## config.mk

```make
export PLATFORM = sky130hd
export DESIGN_NAME = blit_loop_top
export DESIGN_NICKNAME = d
export VERILOG_FILES = /design/src/common/blit_cfg_pkg.sv /design/src/common/blit_loop_pkg.sv /design/src/common/loop_ctrl_if.sv /design/src/counters/inner_cnt.sv /design/src/counters/outer_cnt.sv /design/src/source/blit_regs.sv /design/src/source/loop_seq.sv /design/src/source/blit_loop_top.sv
export SDC_FILE = /design/constraint.sdc
export NUM_CORES = 1
export LEC_CHECK = 0
export ABC_AREA = 1
export BUFFER_PORTS_ARGS = -buffer_cell sky130_fd_sc_hd__buf_4
export CORE_UTILIZATION = 53
export DETAILED_ROUTE_END_ITERATION = 8
export HOLD_SLACK_MARGIN = 0.08
export PLACE_DENSITY_LB_ADDON = 0.1
export SLEW_MARGIN = 0
export SYNTH_ARGS = -nofsm -noshare
export SYNTH_HDL_FRONTEND = slang
export SYNTH_SLANG_ARGS = --single-unit
```

## constraint.sdc

```tcl
create_clock -name sys_clk -period 2.5 [get_ports sys_clk]
set_input_delay 0.25 -clock sys_clk [delete_from_list [all_inputs] [get_ports sys_clk]]
set_output_delay 0.25 -clock sys_clk [all_outputs]
set_load 0.03 [all_outputs]
```

## src/common/blit_cfg_pkg.sv

```systemverilog
/* Host register map, pixel-size codes and command-word fields */

package blit_cfg_pkg;

	// Register addresses on the host bus
	localparam logic [3:0] REG_CMD    = 4'd0;
	localparam logic [3:0] REG_DST_X  = 4'd1;
	localparam logic [3:0] REG_DST_Y  = 4'd2;
	// Low half is the inner count, high half the outer count
	localparam logic [3:0] REG_COUNT  = 4'd3;
	// Read only, inner count high and outer count low
	localparam logic [3:0] REG_STATUS = 4'd4;
	// Read only, busy in bit 0
	localparam logic [3:0] REG_STATE  = 4'd5;

	// Pixel-size codes, log2 of bits per pixel
	localparam logic [2:0] PIX8  = 3'd3;
	localparam logic [2:0] PIX16 = 3'd4;
	localparam logic [2:0] PIX32 = 3'd5;

	// Command word layout
	// Pixel size sits in bits 2..0
	localparam int CMD_PIXSIZE_LSB = 0;
	// Phrase mode enable
	localparam int CMD_PHRASE_BIT  = 3;

endpackage

```

## src/common/blit_loop_pkg.sv

```systemverilog
/* Loop sequencer state encoding and pixel step type */

package blit_loop_pkg;

	// Sequencer states
	// IDLE waits for a command write
	// LINE reloads the inner count or finishes the blit
	// STEP puts out one pixel run per cycle
	// LINE_END moves to the next line
	typedef enum logic [1:0] {
		IDLE     = 2'd0,
		LINE     = 2'd1,
		STEP     = 2'd2,
		LINE_END = 2'd3
	} seq_state_t;

	// Pixels covered by one step, 1 up to 8
	// Eight pixels fill a 64-bit phrase at 8 bpp
	typedef logic [3:0] step_t;

endpackage

```

## src/common/loop_ctrl_if.sv

```systemverilog
/* Control link between the loop sequencer and the inner and outer counters */
`timescale 1ns/1ps

interface loop_ctrl_if #(
	parameter int ADDR_W = 16
) ();

	// Sequencer strobes
	logic ireload;
	logic icntena;
	logic odec;
	// Current destination X, low bits set the phrase step
	logic [ADDR_W-1:0] dstxp;

	// Counter status back to the sequencer
	logic inner0;
	blit_loop_pkg::step_t pix_step;
	logic outer0;

	modport seq (
		output ireload,
		output icntena,
		output odec,
		output dstxp,
		input  inner0,
		input  pix_step,
		input  outer0
	);

	modport inner (
		input  ireload,
		input  icntena,
		input  dstxp,
		output inner0,
		output pix_step
	);

	modport outer (
		input  odec,
		output outer0
	);

endinterface

```

## src/counters/inner_cnt.sv

```systemverilog
/* Inner pixel counter with phrase step decode, per-line reload,
   underflow flag and status output */
`timescale 1ns/1ps

module inner_cnt #(
	parameter int CNT_W = 16
) (
	input  logic             sys_clk,
	input  logic             rst_n,
	input  logic             countld,
	input  logic [CNT_W-1:0] count_din,
	input  logic [2:0]       pixsize,
	input  logic             phrase_mode,
	loop_ctrl_if.inner       ctrl,
	output logic [CNT_W-1:0] icount,
	output logic [CNT_W-1:0] status_hi
);

	logic                 pixel8;
	logic                 pixel16;
	logic                 pixel32;
	blit_loop_pkg::step_t step;
	logic [CNT_W-1:0]     cnt_hold;
	logic [CNT_W-1:0]     count_next;
	logic                 uflow_t;
	logic                 underflow;

	// Pixel size decode
	assign pixel8  = (pixsize == blit_cfg_pkg::PIX8);
	assign pixel16 = (pixsize == blit_cfg_pkg::PIX16);
	assign pixel32 = (pixsize == blit_cfg_pkg::PIX32);

	// Step to the next phrase boundary
	// Sizes below 8 bpp fall through to a single pixel
	always_comb begin
		step = 4'd1;
		if (phrase_mode) begin
			if (pixel8) begin
				step = 4'd8 - {1'b0, ctrl.dstxp[2:0]};
			end else if (pixel16) begin
				step = 4'd4 - {2'b00, ctrl.dstxp[1:0]};
			end else if (pixel32) begin
				step = 4'd2 - {3'b000, ctrl.dstxp[0]};
			end
		end
	end

	assign ctrl.pix_step = step;

	// Count after this step
	assign count_next = icount - {{(CNT_W-4){1'b0}}, step};

	// MSB going 0 to 1 means the step ran past zero
	assign uflow_t = count_next[CNT_W-1] & ~icount[CNT_W-1];

	always_ff @(posedge sys_clk) begin
		if (!rst_n) begin
			cnt_hold  <= '0;
			icount    <= '0;
			underflow <= 1'b0;
		end else begin
			// Host write wins over a line reload
			if (countld) begin
				cnt_hold  <= count_din;
				icount    <= count_din;
				underflow <= 1'b0;
			end else if (ctrl.ireload) begin
				icount    <= cnt_hold;
				underflow <= 1'b0;
			end else if (ctrl.icntena) begin
				icount    <= count_next;
				underflow <= uflow_t;
			end
		end
	end

	// Line finished when the count is spent or overshot
	assign ctrl.inner0 = (icount == '0) | underflow;

	// Upper half of the status word
	assign status_hi = icount;

endmodule

```

## src/counters/outer_cnt.sv

```systemverilog
/* Outer line counter with zero flag */
`timescale 1ns/1ps

module outer_cnt #(
	parameter int CNT_W = 16
) (
	input  logic             sys_clk,
	input  logic             rst_n,
	input  logic             countld,
	input  logic [CNT_W-1:0] count_din,
	loop_ctrl_if.outer       ctrl,
	output logic [CNT_W-1:0] ocount
);

	logic zero;

	assign zero = (ocount == '0);

	always_ff @(posedge sys_clk) begin
		if (!rst_n) begin
			ocount <= '0;
		end else begin
			// Lines left to do, loaded from the high half of COUNT
			if (countld) begin
				ocount <= count_din;
			end else if (ctrl.odec && !zero) begin
				// One line done
				ocount <= ocount - 1'b1;
			end
		end
	end

	// Sequencer checks this at every line start
	assign ctrl.outer0 = zero;

endmodule

```

## src/source/blit_regs.sv

```systemverilog
/* Host register file with start and count-load strobes and read mux */
`timescale 1ns/1ps

module blit_regs #(
	parameter int ADDR_W = 16
) (
	input  logic              sys_clk,
	input  logic              rst_n,
	input  logic              reg_wr,
	input  logic              reg_rd,
	input  logic [3:0]        reg_addr,
	input  logic [31:0]       reg_wdata,
	input  logic              busy,
	input  logic [15:0]       icount,
	input  logic [15:0]       ocount,
	output logic [31:0]       reg_rdata,
	output logic              start,
	output logic              countld,
	output logic [31:0]       count_din,
	output logic [2:0]        pixsize,
	output logic              phrase_mode,
	output logic [ADDR_W-1:0] start_x,
	output logic [ADDR_W-1:0] start_y
);

	logic [3:0]  cmd_reg;
	logic [31:0] count_reg;
	logic        cmd_take;
	logic [31:0] rd_mux;

	// Command accepted only with the sequencer idle and no start in flight
	assign cmd_take = reg_wr && (reg_addr == blit_cfg_pkg::REG_CMD) && !busy && !start;

	always_ff @(posedge sys_clk) begin
		if (!rst_n) begin
			cmd_reg   <= '0;
			count_reg <= '0;
			start_x   <= '0;
			start_y   <= '0;
			start     <= 1'b0;
			countld   <= 1'b0;
		end else begin
			// Strobes last one cycle
			start   <= cmd_take;
			countld <= reg_wr && (reg_addr == blit_cfg_pkg::REG_COUNT);
			if (cmd_take) begin
				cmd_reg <= reg_wdata[3:0];
			end
			if (reg_wr && (reg_addr == blit_cfg_pkg::REG_DST_X)) begin
				start_x <= reg_wdata[ADDR_W-1:0];
			end
			if (reg_wr && (reg_addr == blit_cfg_pkg::REG_DST_Y)) begin
				start_y <= reg_wdata[ADDR_W-1:0];
			end
			if (reg_wr && (reg_addr == blit_cfg_pkg::REG_COUNT)) begin
				count_reg <= reg_wdata;
			end
		end
	end

	// Held command fields
	assign pixsize     = cmd_reg[blit_cfg_pkg::CMD_PIXSIZE_LSB +: 3];
	assign phrase_mode = cmd_reg[blit_cfg_pkg::CMD_PHRASE_BIT];
	// Count word goes to both counters, they split it
	assign count_din   = count_reg;

	// Read data select
	always_comb begin
		case (reg_addr)
			blit_cfg_pkg::REG_CMD:    rd_mux = {28'b0, cmd_reg};
			blit_cfg_pkg::REG_DST_X:  rd_mux = 32'(start_x);
			blit_cfg_pkg::REG_DST_Y:  rd_mux = 32'(start_y);
			blit_cfg_pkg::REG_COUNT:  rd_mux = count_reg;
			blit_cfg_pkg::REG_STATUS: rd_mux = {icount, ocount};
			blit_cfg_pkg::REG_STATE:  rd_mux = {31'b0, busy};
			default:                  rd_mux = '0;
		endcase
	end

	// Bus floats to zero when not read
	assign reg_rdata = reg_rd ? rd_mux : '0;

endmodule

```

## src/source/loop_seq.sv

```systemverilog
/* Line and step FSM with destination X and Y registers and pixel-run output */
`timescale 1ns/1ps

module loop_seq #(
	parameter int ADDR_W = 16
) (
	input  logic              sys_clk,
	input  logic              rst_n,
	input  logic              start,
	input  logic [ADDR_W-1:0] start_x,
	input  logic [ADDR_W-1:0] start_y,
	loop_ctrl_if.seq          ctrl,
	output logic              pix_valid,
	output logic [ADDR_W-1:0] pix_x,
	output logic [ADDR_W-1:0] pix_y,
	output logic [3:0]        pix_n,
	output logic              busy,
	output logic              done
);

	blit_loop_pkg::seq_state_t state;
	blit_loop_pkg::seq_state_t state_nxt;
	logic [ADDR_W-1:0]         dstx;
	logic [ADDR_W-1:0]         dsty;
	logic                      stepping;

	// A pixel run goes out on every STEP cycle until the line is spent
	assign stepping = (state == blit_loop_pkg::STEP) && !ctrl.inner0;

	always_comb begin
		state_nxt = state;
		case (state)
			blit_loop_pkg::IDLE:     if (start) state_nxt = blit_loop_pkg::LINE;
			// Out of lines ends the blit
			blit_loop_pkg::LINE:     state_nxt = ctrl.outer0 ? blit_loop_pkg::IDLE
				: blit_loop_pkg::STEP;
			blit_loop_pkg::STEP:     if (ctrl.inner0) state_nxt = blit_loop_pkg::LINE_END;
			blit_loop_pkg::LINE_END: state_nxt = blit_loop_pkg::LINE;
			default:                 state_nxt = blit_loop_pkg::IDLE;
		endcase
	end

	always_ff @(posedge sys_clk) begin
		if (!rst_n) begin
			state <= blit_loop_pkg::IDLE;
			dstx  <= '0;
			dsty  <= '0;
			done  <= 1'b0;
		end else begin
			state <= state_nxt;
			// Pulse in the cycle after the final LINE
			done  <= (state == blit_loop_pkg::LINE) && ctrl.outer0;
			if ((state == blit_loop_pkg::IDLE) && start) begin
				dstx <= start_x;
				dsty <= start_y;
			end else if (stepping) begin
				dstx <= dstx + ADDR_W'(ctrl.pix_step);
			end else if (state == blit_loop_pkg::LINE_END) begin
				// Back to the left edge, one line down
				dstx <= start_x;
				dsty <= dsty + 1'b1;
			end
		end
	end

	// Counter strobes
	assign ctrl.ireload = (state == blit_loop_pkg::LINE) && !ctrl.outer0;
	assign ctrl.icntena = stepping;
	assign ctrl.odec    = (state == blit_loop_pkg::LINE_END);
	assign ctrl.dstxp   = dstx;

	// Run fields straight from state and address
	assign pix_valid = stepping;
	assign pix_x     = dstx;
	assign pix_y     = dsty;
	assign pix_n     = ctrl.pix_step;
	assign busy      = (state != blit_loop_pkg::IDLE);

endmodule

```

## src/source/blit_loop_top.sv

```systemverilog
/* Blitter loop control top level with host register port and pixel-run output */
`timescale 1ns/1ps

module blit_loop_top #(
	parameter int CNT_W  = 16,
	parameter int ADDR_W = 16
) (
	input  logic              sys_clk,
	input  logic              rst_n,
	input  logic              reg_wr,
	input  logic              reg_rd,
	input  logic [3:0]        reg_addr,
	input  logic [31:0]       reg_wdata,
	output logic [31:0]       reg_rdata,
	output logic              pix_valid,
	output logic [ADDR_W-1:0] pix_x,
	output logic [ADDR_W-1:0] pix_y,
	output logic [3:0]        pix_n,
	output logic              busy,
	output logic              done
);

	logic              start;
	logic              countld;
	logic [31:0]       count_din;
	logic [2:0]        pixsize;
	logic              phrase_mode;
	logic [ADDR_W-1:0] start_x;
	logic [ADDR_W-1:0] start_y;
	logic [CNT_W-1:0]  status_hi;
	logic [CNT_W-1:0]  ocount;

	loop_ctrl_if #(.ADDR_W(ADDR_W)) u_ctrl ();

	blit_regs #(.ADDR_W(ADDR_W)) u_regs (
		.sys_clk, .rst_n, .reg_wr, .reg_rd, .reg_addr, .reg_wdata,
		.busy, .icount(status_hi), .ocount,
		.reg_rdata, .start, .countld, .count_din, .pixsize, .phrase_mode,
		.start_x, .start_y
	);

	loop_seq #(.ADDR_W(ADDR_W)) u_seq (
		.sys_clk, .rst_n, .start, .start_x, .start_y, .ctrl(u_ctrl.seq),
		.pix_valid, .pix_x, .pix_y, .pix_n, .busy, .done
	);

	// Inner count from the low half of COUNT
	// Status path carries the count, so the plain count output stays open
	inner_cnt #(.CNT_W(CNT_W)) u_inner (
		.sys_clk, .rst_n, .countld, .count_din(count_din[CNT_W-1:0]),
		.pixsize, .phrase_mode, .ctrl(u_ctrl.inner), .icount(), .status_hi
	);

	// Line count from the high half
	outer_cnt #(.CNT_W(CNT_W)) u_outer (
		.sys_clk, .rst_n, .countld, .count_din(count_din[16 +: CNT_W]),
		.ctrl(u_ctrl.outer), .ocount
	);

endmodule

```

### After elaboration in Yosys (flattened, before gate mapping)

Cells that the tools add are included.
Widths: inputs -> output; s select.

* ROM bits: 0
* bits of input ports: 40
* logic and storage cells: 87
* bits in writable memories: 0
* latch bits: 0
* memories: 0
* register bits: 154

* equal/unequal tests: 14
* magnitude comparators: 0
* shifts and indexed selects: 0
* $mul: 0
* multiplexer cells: 21
* reductions and logical operators: 27
* div/mod/pow operators: 0
* bitwise operators: 4
* $add $sub $neg: 7

Operators by type and width (count)
* $pmux 32 s6: 1
* $mux 16: 11
* $logic_not 16->1: 2
* $mux 32: 1
* $add 16x1->16 const B: 1
* $add 16x4->16: 1
* $mux 4: 4
* $sub 16x1->16 const B: 1
* $sub 16x4->16: 1
* $logic_and 1x1->1: 11
* $eq 4x2->1 const B: 2
* $eq 4x3->1 const B: 2
* $pmux 2 s4: 1
* $eq 3x3->1 const B: 2
* $mux 2: 3
* $reduce_bool 2->1: 3
* $reduce_bool 3->1: 2
* $eq 2x2->1 const B: 2
* $eq 4x1->1 const B: 1
* $logic_not 1->1: 4
* $logic_not 4->1: 1
* $ne 2x1->1 const B: 2
* $reduce_and 2->1: 2
* $sub 3x2->4 const A: 1
* other kinds (10): 11

### Logic depth before layout (Yosys ltp)

* depth in word-level cells: 9
* mapped depth: 19
* depth with buffers taken out: 19

### Modules after synthesis

Synthesis repeated with hierarchy kept, for this count alone.

* cell total of the unflattened synthesis: 1434
* area total of the unflattened synthesis: 9400.3 um^2

By module, submodules not included
* blit_regs: cells an instance 496, area each 3278.1 um^2, times used 1
* loop_seq: cells an instance 393, area each 2762.6 um^2, times used 1
* inner_cnt: cells an instance 325, area each 2153.3 um^2, times used 1
* outer_cnt: cells an instance 220, area each 1206.2 um^2, times used 1

### Worst setup path after synthesis

No wires, ideal clock.

* kind: register to register
* start: register u_seq.dstx[1] (netlist: u_seq.ctrl.dstxp[1])
* end: register u_inner.icount[15]
* setup slack: -0.218 ns
* required time: 2.436 ns
* period minus slack after synthesis: 2.718 ns
* arrival: 2.654 ns
* cell stages (with the launch flop): 16
* cell sequence: dfxtp_1 inv_1 ha_1 inv_1 a211oi_1 nand2_1 ha_1 nand3_1 nand2_1 nand2_1 nand4_1 nor2_1 ha_1 a22oi_1 nor2_1 nor2_1

* longest elaborated chain between the ends: 8
* elaborated cells between the ends (all ways): 9
* those cells by class: 3 x add/sub; 6 x mux

RTL lines
* from (decl): line loop_seq.sv:23 `logic [ADDR_W-1:0] dstx;`
* from (signal assigned): line loop_seq.sv:54 `dstx <= start_x;`
* from (signal assigned): line loop_seq.sv:57 `dstx <= dstx + ADDR_W'(ctrl.pix_step);`
* from (signal assigned): line loop_seq.sv:60 `dstx <= start_x;`
* $sub 3x2->4: line inner_cnt.sv:41 `step = 4'd4 - {2'b00, ctrl.dstxp[1:0]};`
* $mux 4: line inner_cnt.sv:40 `end else if (pixel16) begin`
* $mux 4 (*): line inner_cnt.sv:38 `if (pixel8) begin`
* $mux 4 (*): line inner_cnt.sv:37 `if (phrase_mode) begin`
* $sub 16x4->16 (*): line inner_cnt.sv:51 `assign count_next = icount - {{(CNT_W-4){1'b0}}, step};`
* $mux 16 (*): line inner_cnt.sv:70 `end else if (ctrl.icntena) begin`
* $mux 16 (*): line inner_cnt.sv:67 `end else if (ctrl.ireload) begin`
* $mux 16 (*): line inner_cnt.sv:63 `if (countld) begin`
* to (signal assigned): line inner_cnt.sv:65 `icount <= count_din;`
* to (signal assigned): line inner_cnt.sv:68 `icount <= cnt_hold;`
* to (signal assigned): line inner_cnt.sv:71 `icount <= count_next;`
* to (decl): line inner_cnt.sv:15 `output logic [CNT_W-1:0] icount,`

Every way passes the cells marked *; elsewhere a longest branch is shown, timed or not. The select of a mux whose other input is x is not followed.
A chain may end at the register's enable or synchronous reset.

### Worst setup path after layout

* start: register u_seq.dstx[0] (netlist: u_seq.ctrl.dstxp[0])
* end: register u_inner.icount[15]

* longest elaborated chain between the ends: 9
* elaborated cells between the ends (all ways): 11
* those cells by class: 4 x add/sub; 7 x mux

RTL lines
* $sub 2x1->3: line inner_cnt.sv:43 `step = 4'd2 - {3'b000, ctrl.dstxp[0]};`
* $mux 4: line inner_cnt.sv:42 `end else if (pixel32) begin`
* $mux 4: line inner_cnt.sv:40
* $mux 4 (*): line inner_cnt.sv:38
* $mux 4 (*): line inner_cnt.sv:37
* $sub 16x4->16 (*): line inner_cnt.sv:51
* $mux 16 (*): line inner_cnt.sv:70
* $mux 16 (*): line inner_cnt.sv:67
* $mux 16 (*): line inner_cnt.sv:63

Marks and branches as above.

==> run metrics <==
simple-gate area share of the yosys netlist 30.6%; H-tree levels 4; Synth Area in Compound Gates 19.2%; DR pass1 iterations 5; global-route wire length before repair 45200 um; Routed WL 29400 um; root buffer cell clkbuf_16; Worst Clk Skew 0.00654 ns; row count 46; slowest cell delay on critical path 0.34 ns; Worst-Margin Slew 0.718 ns; power per cell area 894 mW/mm^2; type of the worst min-delay path primary input to flip-flop; Cell Area, Synth 0.00875 sq mm; number of flops mapped to enable cells by yosys 0; gpl congestion 0.986; Slew HR 52.0%; switching share of power 38.8%; slowest CP cell dfxtp_4; GRT overflow 0; Initial Utilization 54.7%; Area growth, synth to finish 22.6%; Sink Count 154; antenna viol nets, final 0; Yosys cell types 44; NumNets Final 1513; Final Hold Fails 0; FILL cells 1472; post-placement worst setup slack -0.0665 ns; crit end category flip-flop; WP data required 2.88 ns; crit path DAT 2.83 ns; vias 9535; die area 0.0170 sq mm; setup_tns 0 ns; initial antenna violation count 1; vias in the first global route 8512; DR DRC count 0; dpl hpwl 21200 um; final setup violation count 0; post-synthesis mux area share 0%; TritonCTS buffer count 17; layout cells sized above 1 17.8%; Comb pwr share 40.4%; P_sw 3.73 mW; Critical Path Most Common Cell nor2_1; max frequency 0.407 GHz; Mapped Avg Cell Area 6.53 sq um; Vias/cell 5.67; Largest register FFs 32; r2r setup slk 0.04 ns; io pins 111; RSZ-0062 raised after global routing yes; Clock Path Buffers 2; Async S/R FF share, synth 0%; DRT iter0 DRCs 1054; Seq cells post-synth 154; Leak 4.54 nW; CTS tree built; Synth Area in Adders 2.89%; number of port buffers 110; crit path cell chain inv_1 -> ha_1 -> xor2_1 -> nand2_1 -> nand3_2 -> ha_4 -> a21oi_2 -> nand2_2 -> nand2_2 -> nand4_1 -> nor2_1 -> ha_1 -> a22oi_2 -> nor2_1 -> nor2_1; Pint 5.87 mW; Synthesized Nets 1399; setup ws final 0.0434 ns; clock network fraction of total power 28.1%; VDD IR max 545 uV; Post-Synth XOR/XNOR Area 1.70%; largest family of logic cells by synthesized area simple AND/OR/NAND/NOR gates; Top FF cell, synth dfxtp_1; Slew Limit Fails 0; Synth Instances 1340; sequential power share 31.6%; sequential area share after synthesis 35.2%; GRT Total Usage 34.8%; period utilisation layout 98.3%; largest net degree at the start of global routing 52; Antenna diodes 0; core area 0.0160 sq mm; CP Max Fanout 4; Critical Path Start Type flip-flop; Synth Warn # 0; status completed; cts hold-fix bufs 0; max-cap viol count 0; die extent in x 131 um; Worst-path clk slew 0.06 ns; DIE HEIGHT 131 um; hold slack 0.0961 ns; Clock Latency Late Sink 0.43 ns; routed length per instance 17.4 um; final worst path period need 2.46 ns; critical path type flip-flop to flip-flop
## worst max-delay path: cells and delay by family, from the launching register on
family,cells,cell delay [ns]
flops,1,0.34
compound gates,2,0.32
simple gates,8,0.76
fa+ha+maj,3,0.78
xor+xnor,1,0.15
buf+inv,1,0.05
## stage by stage
stage | util (%) | power (mW) | std cells | area (sq um)
finish | 67.1 | 9.60 | 1683 | 10700
global route | 67.1 | 10.2 | 1683 | 10700
CTS | 65.7 | 9.26 | 1676 | 10500
detailed placement | 61.7 | 6.55 | 1644 | 9870
global placement | 61.7 | 6.50 | 1644 | 9870
floorplan | - | 5.51 | 1340 | 8760
## worst paths after layout
path / startpoint / to / depth (start not counted)
hold / removal: reg_wdata[26] / u_regs.count_din[26] / 3
setup reg to reg: u_seq.ctrl.dstxp[0] / u_inner.icount[15] / 15
hold reg to reg: u_inner.cnt_hold[13] / u_inner.cnt_hold[13] / 2
setup / recovery: u_seq.ctrl.dstxp[0] / u_inner.icount[15] / 15
## per-layer routing
| layer | share of wire [%] | vias up | global-route usage, % |
|---|---|---|---|
| met5 | 0.044 | - | 0 |
| met1 | 43 | 4385 | 46.2 |
| met2 | 46 | 430 | 55.9 |
| li1 | - | 4646 | - |
| met3 | 8.7 | 72 | 7.41 |
| met4 | 2.9 | 2 | 12.2 |
## repair_timing
action | in CTS | in global routing
resized for setup | 5 | 43
setup buffers | 0 | 7
endpoints found under the setup margin | 9 | 24
pin swaps | 1 | 25
## placed cells by master (no fill, tap or decap), types with 4 or more instances in the layout
| master | instances |
|---|---|
| a21oi_1 | 127 |
| a21oi_2 | 5 |
| a221oi_1 | 12 |
| a31oi_1 | 5 |
| buf_4 | 151 |
| clkbuf_16 | 17 |
| clkinv_4 | 5 |
| clkinvlp_4 | 4 |
| dfxtp_1 | 149 |
| ha_1 | 10 |
| ha_4 | 4 |
| inv_1 | 152 |
| inv_2 | 11 |
| nand2_1 | 289 |
| nand2_2 | 9 |
| nand2_4 | 4 |
| nand3_1 | 115 |
| nand3_2 | 7 |
| nand3_4 | 5 |
| nand3b_1 | 5 |
| nand4_1 | 12 |
| nor2_1 | 146 |
| nor2_2 | 8 |
| nor3_1 | 7 |
| o211ai_1 | 4 |
| o21ai_0 | 92 |
| o21ai_1 | 16 |
| o22ai_1 | 36 |
| xnor2_1 | 5 |
| xor2_1 | 12 |
## cell families (layout without fill, tap and decap cells)
family                     Yosys count  in the layout
and+or+nand+nor                    617            617
AOI/OAI and AO/OA                  308            308
buffers and inverters              225            352
DFF                                154            154
adders and majority gates           19             19
xor gates and xnor gates            17             17
## synth_stat cells, types with 5 or more instances
library cell / n / area share, %
a221oi_1: 12 / 1.2
o21ai_1: 16 / 0.91
nor2_2: 8 / 0.57
a31oi_1: 5 / 0.36
nand4_1: 12 / 0.86
buf_6: 5 / 0.64
nand3_1: 124 / 7.1
dfxtp_1: 154 / 35
clkbuf_1: 38 / 1.6
buf_4: 5 / 0.43
o22ai_1: 36 / 2.6
inv_2: 6 / 0.26
o21ai_0: 92 / 5.3
ha_1: 17 / 2.4
nor3_1: 7 / 0.40
xor2_1: 12 / 1.2
a21oi_1: 132 / 7.5
inv_1: 158 / 6.8
nand2_1: 295 / 13
buf_2: 12 / 0.69
nand3b_1: 5 / 0.43
xnor2_1: 5 / 0.50
nor2_1: 146 / 6.3
## cell type report
cell class	instances	area, sq um	share of cell area, %
clock buffer	18	439	4.09
clock inverter	14	174	1.62
inverter	165	623	5.81
multi-input combinational	961	4940	46.0
sequential	154	3090	28.8
tap	216	270	2.52
timing repair buffer	155	1200	11.1
## power groups by stage
stage	Clock (mW)	Sequential, mW	Combinational, mW
final	2.69	3.03	3.87
after CTS	2.70	3.01	3.55
after detailed placement	0	3.06	3.49
after global routing	2.82	3.06	4.31
after floorplan	0	3.14	2.36
after global placement	0	3.06	3.45
Power figures use the tool's default switching activity.
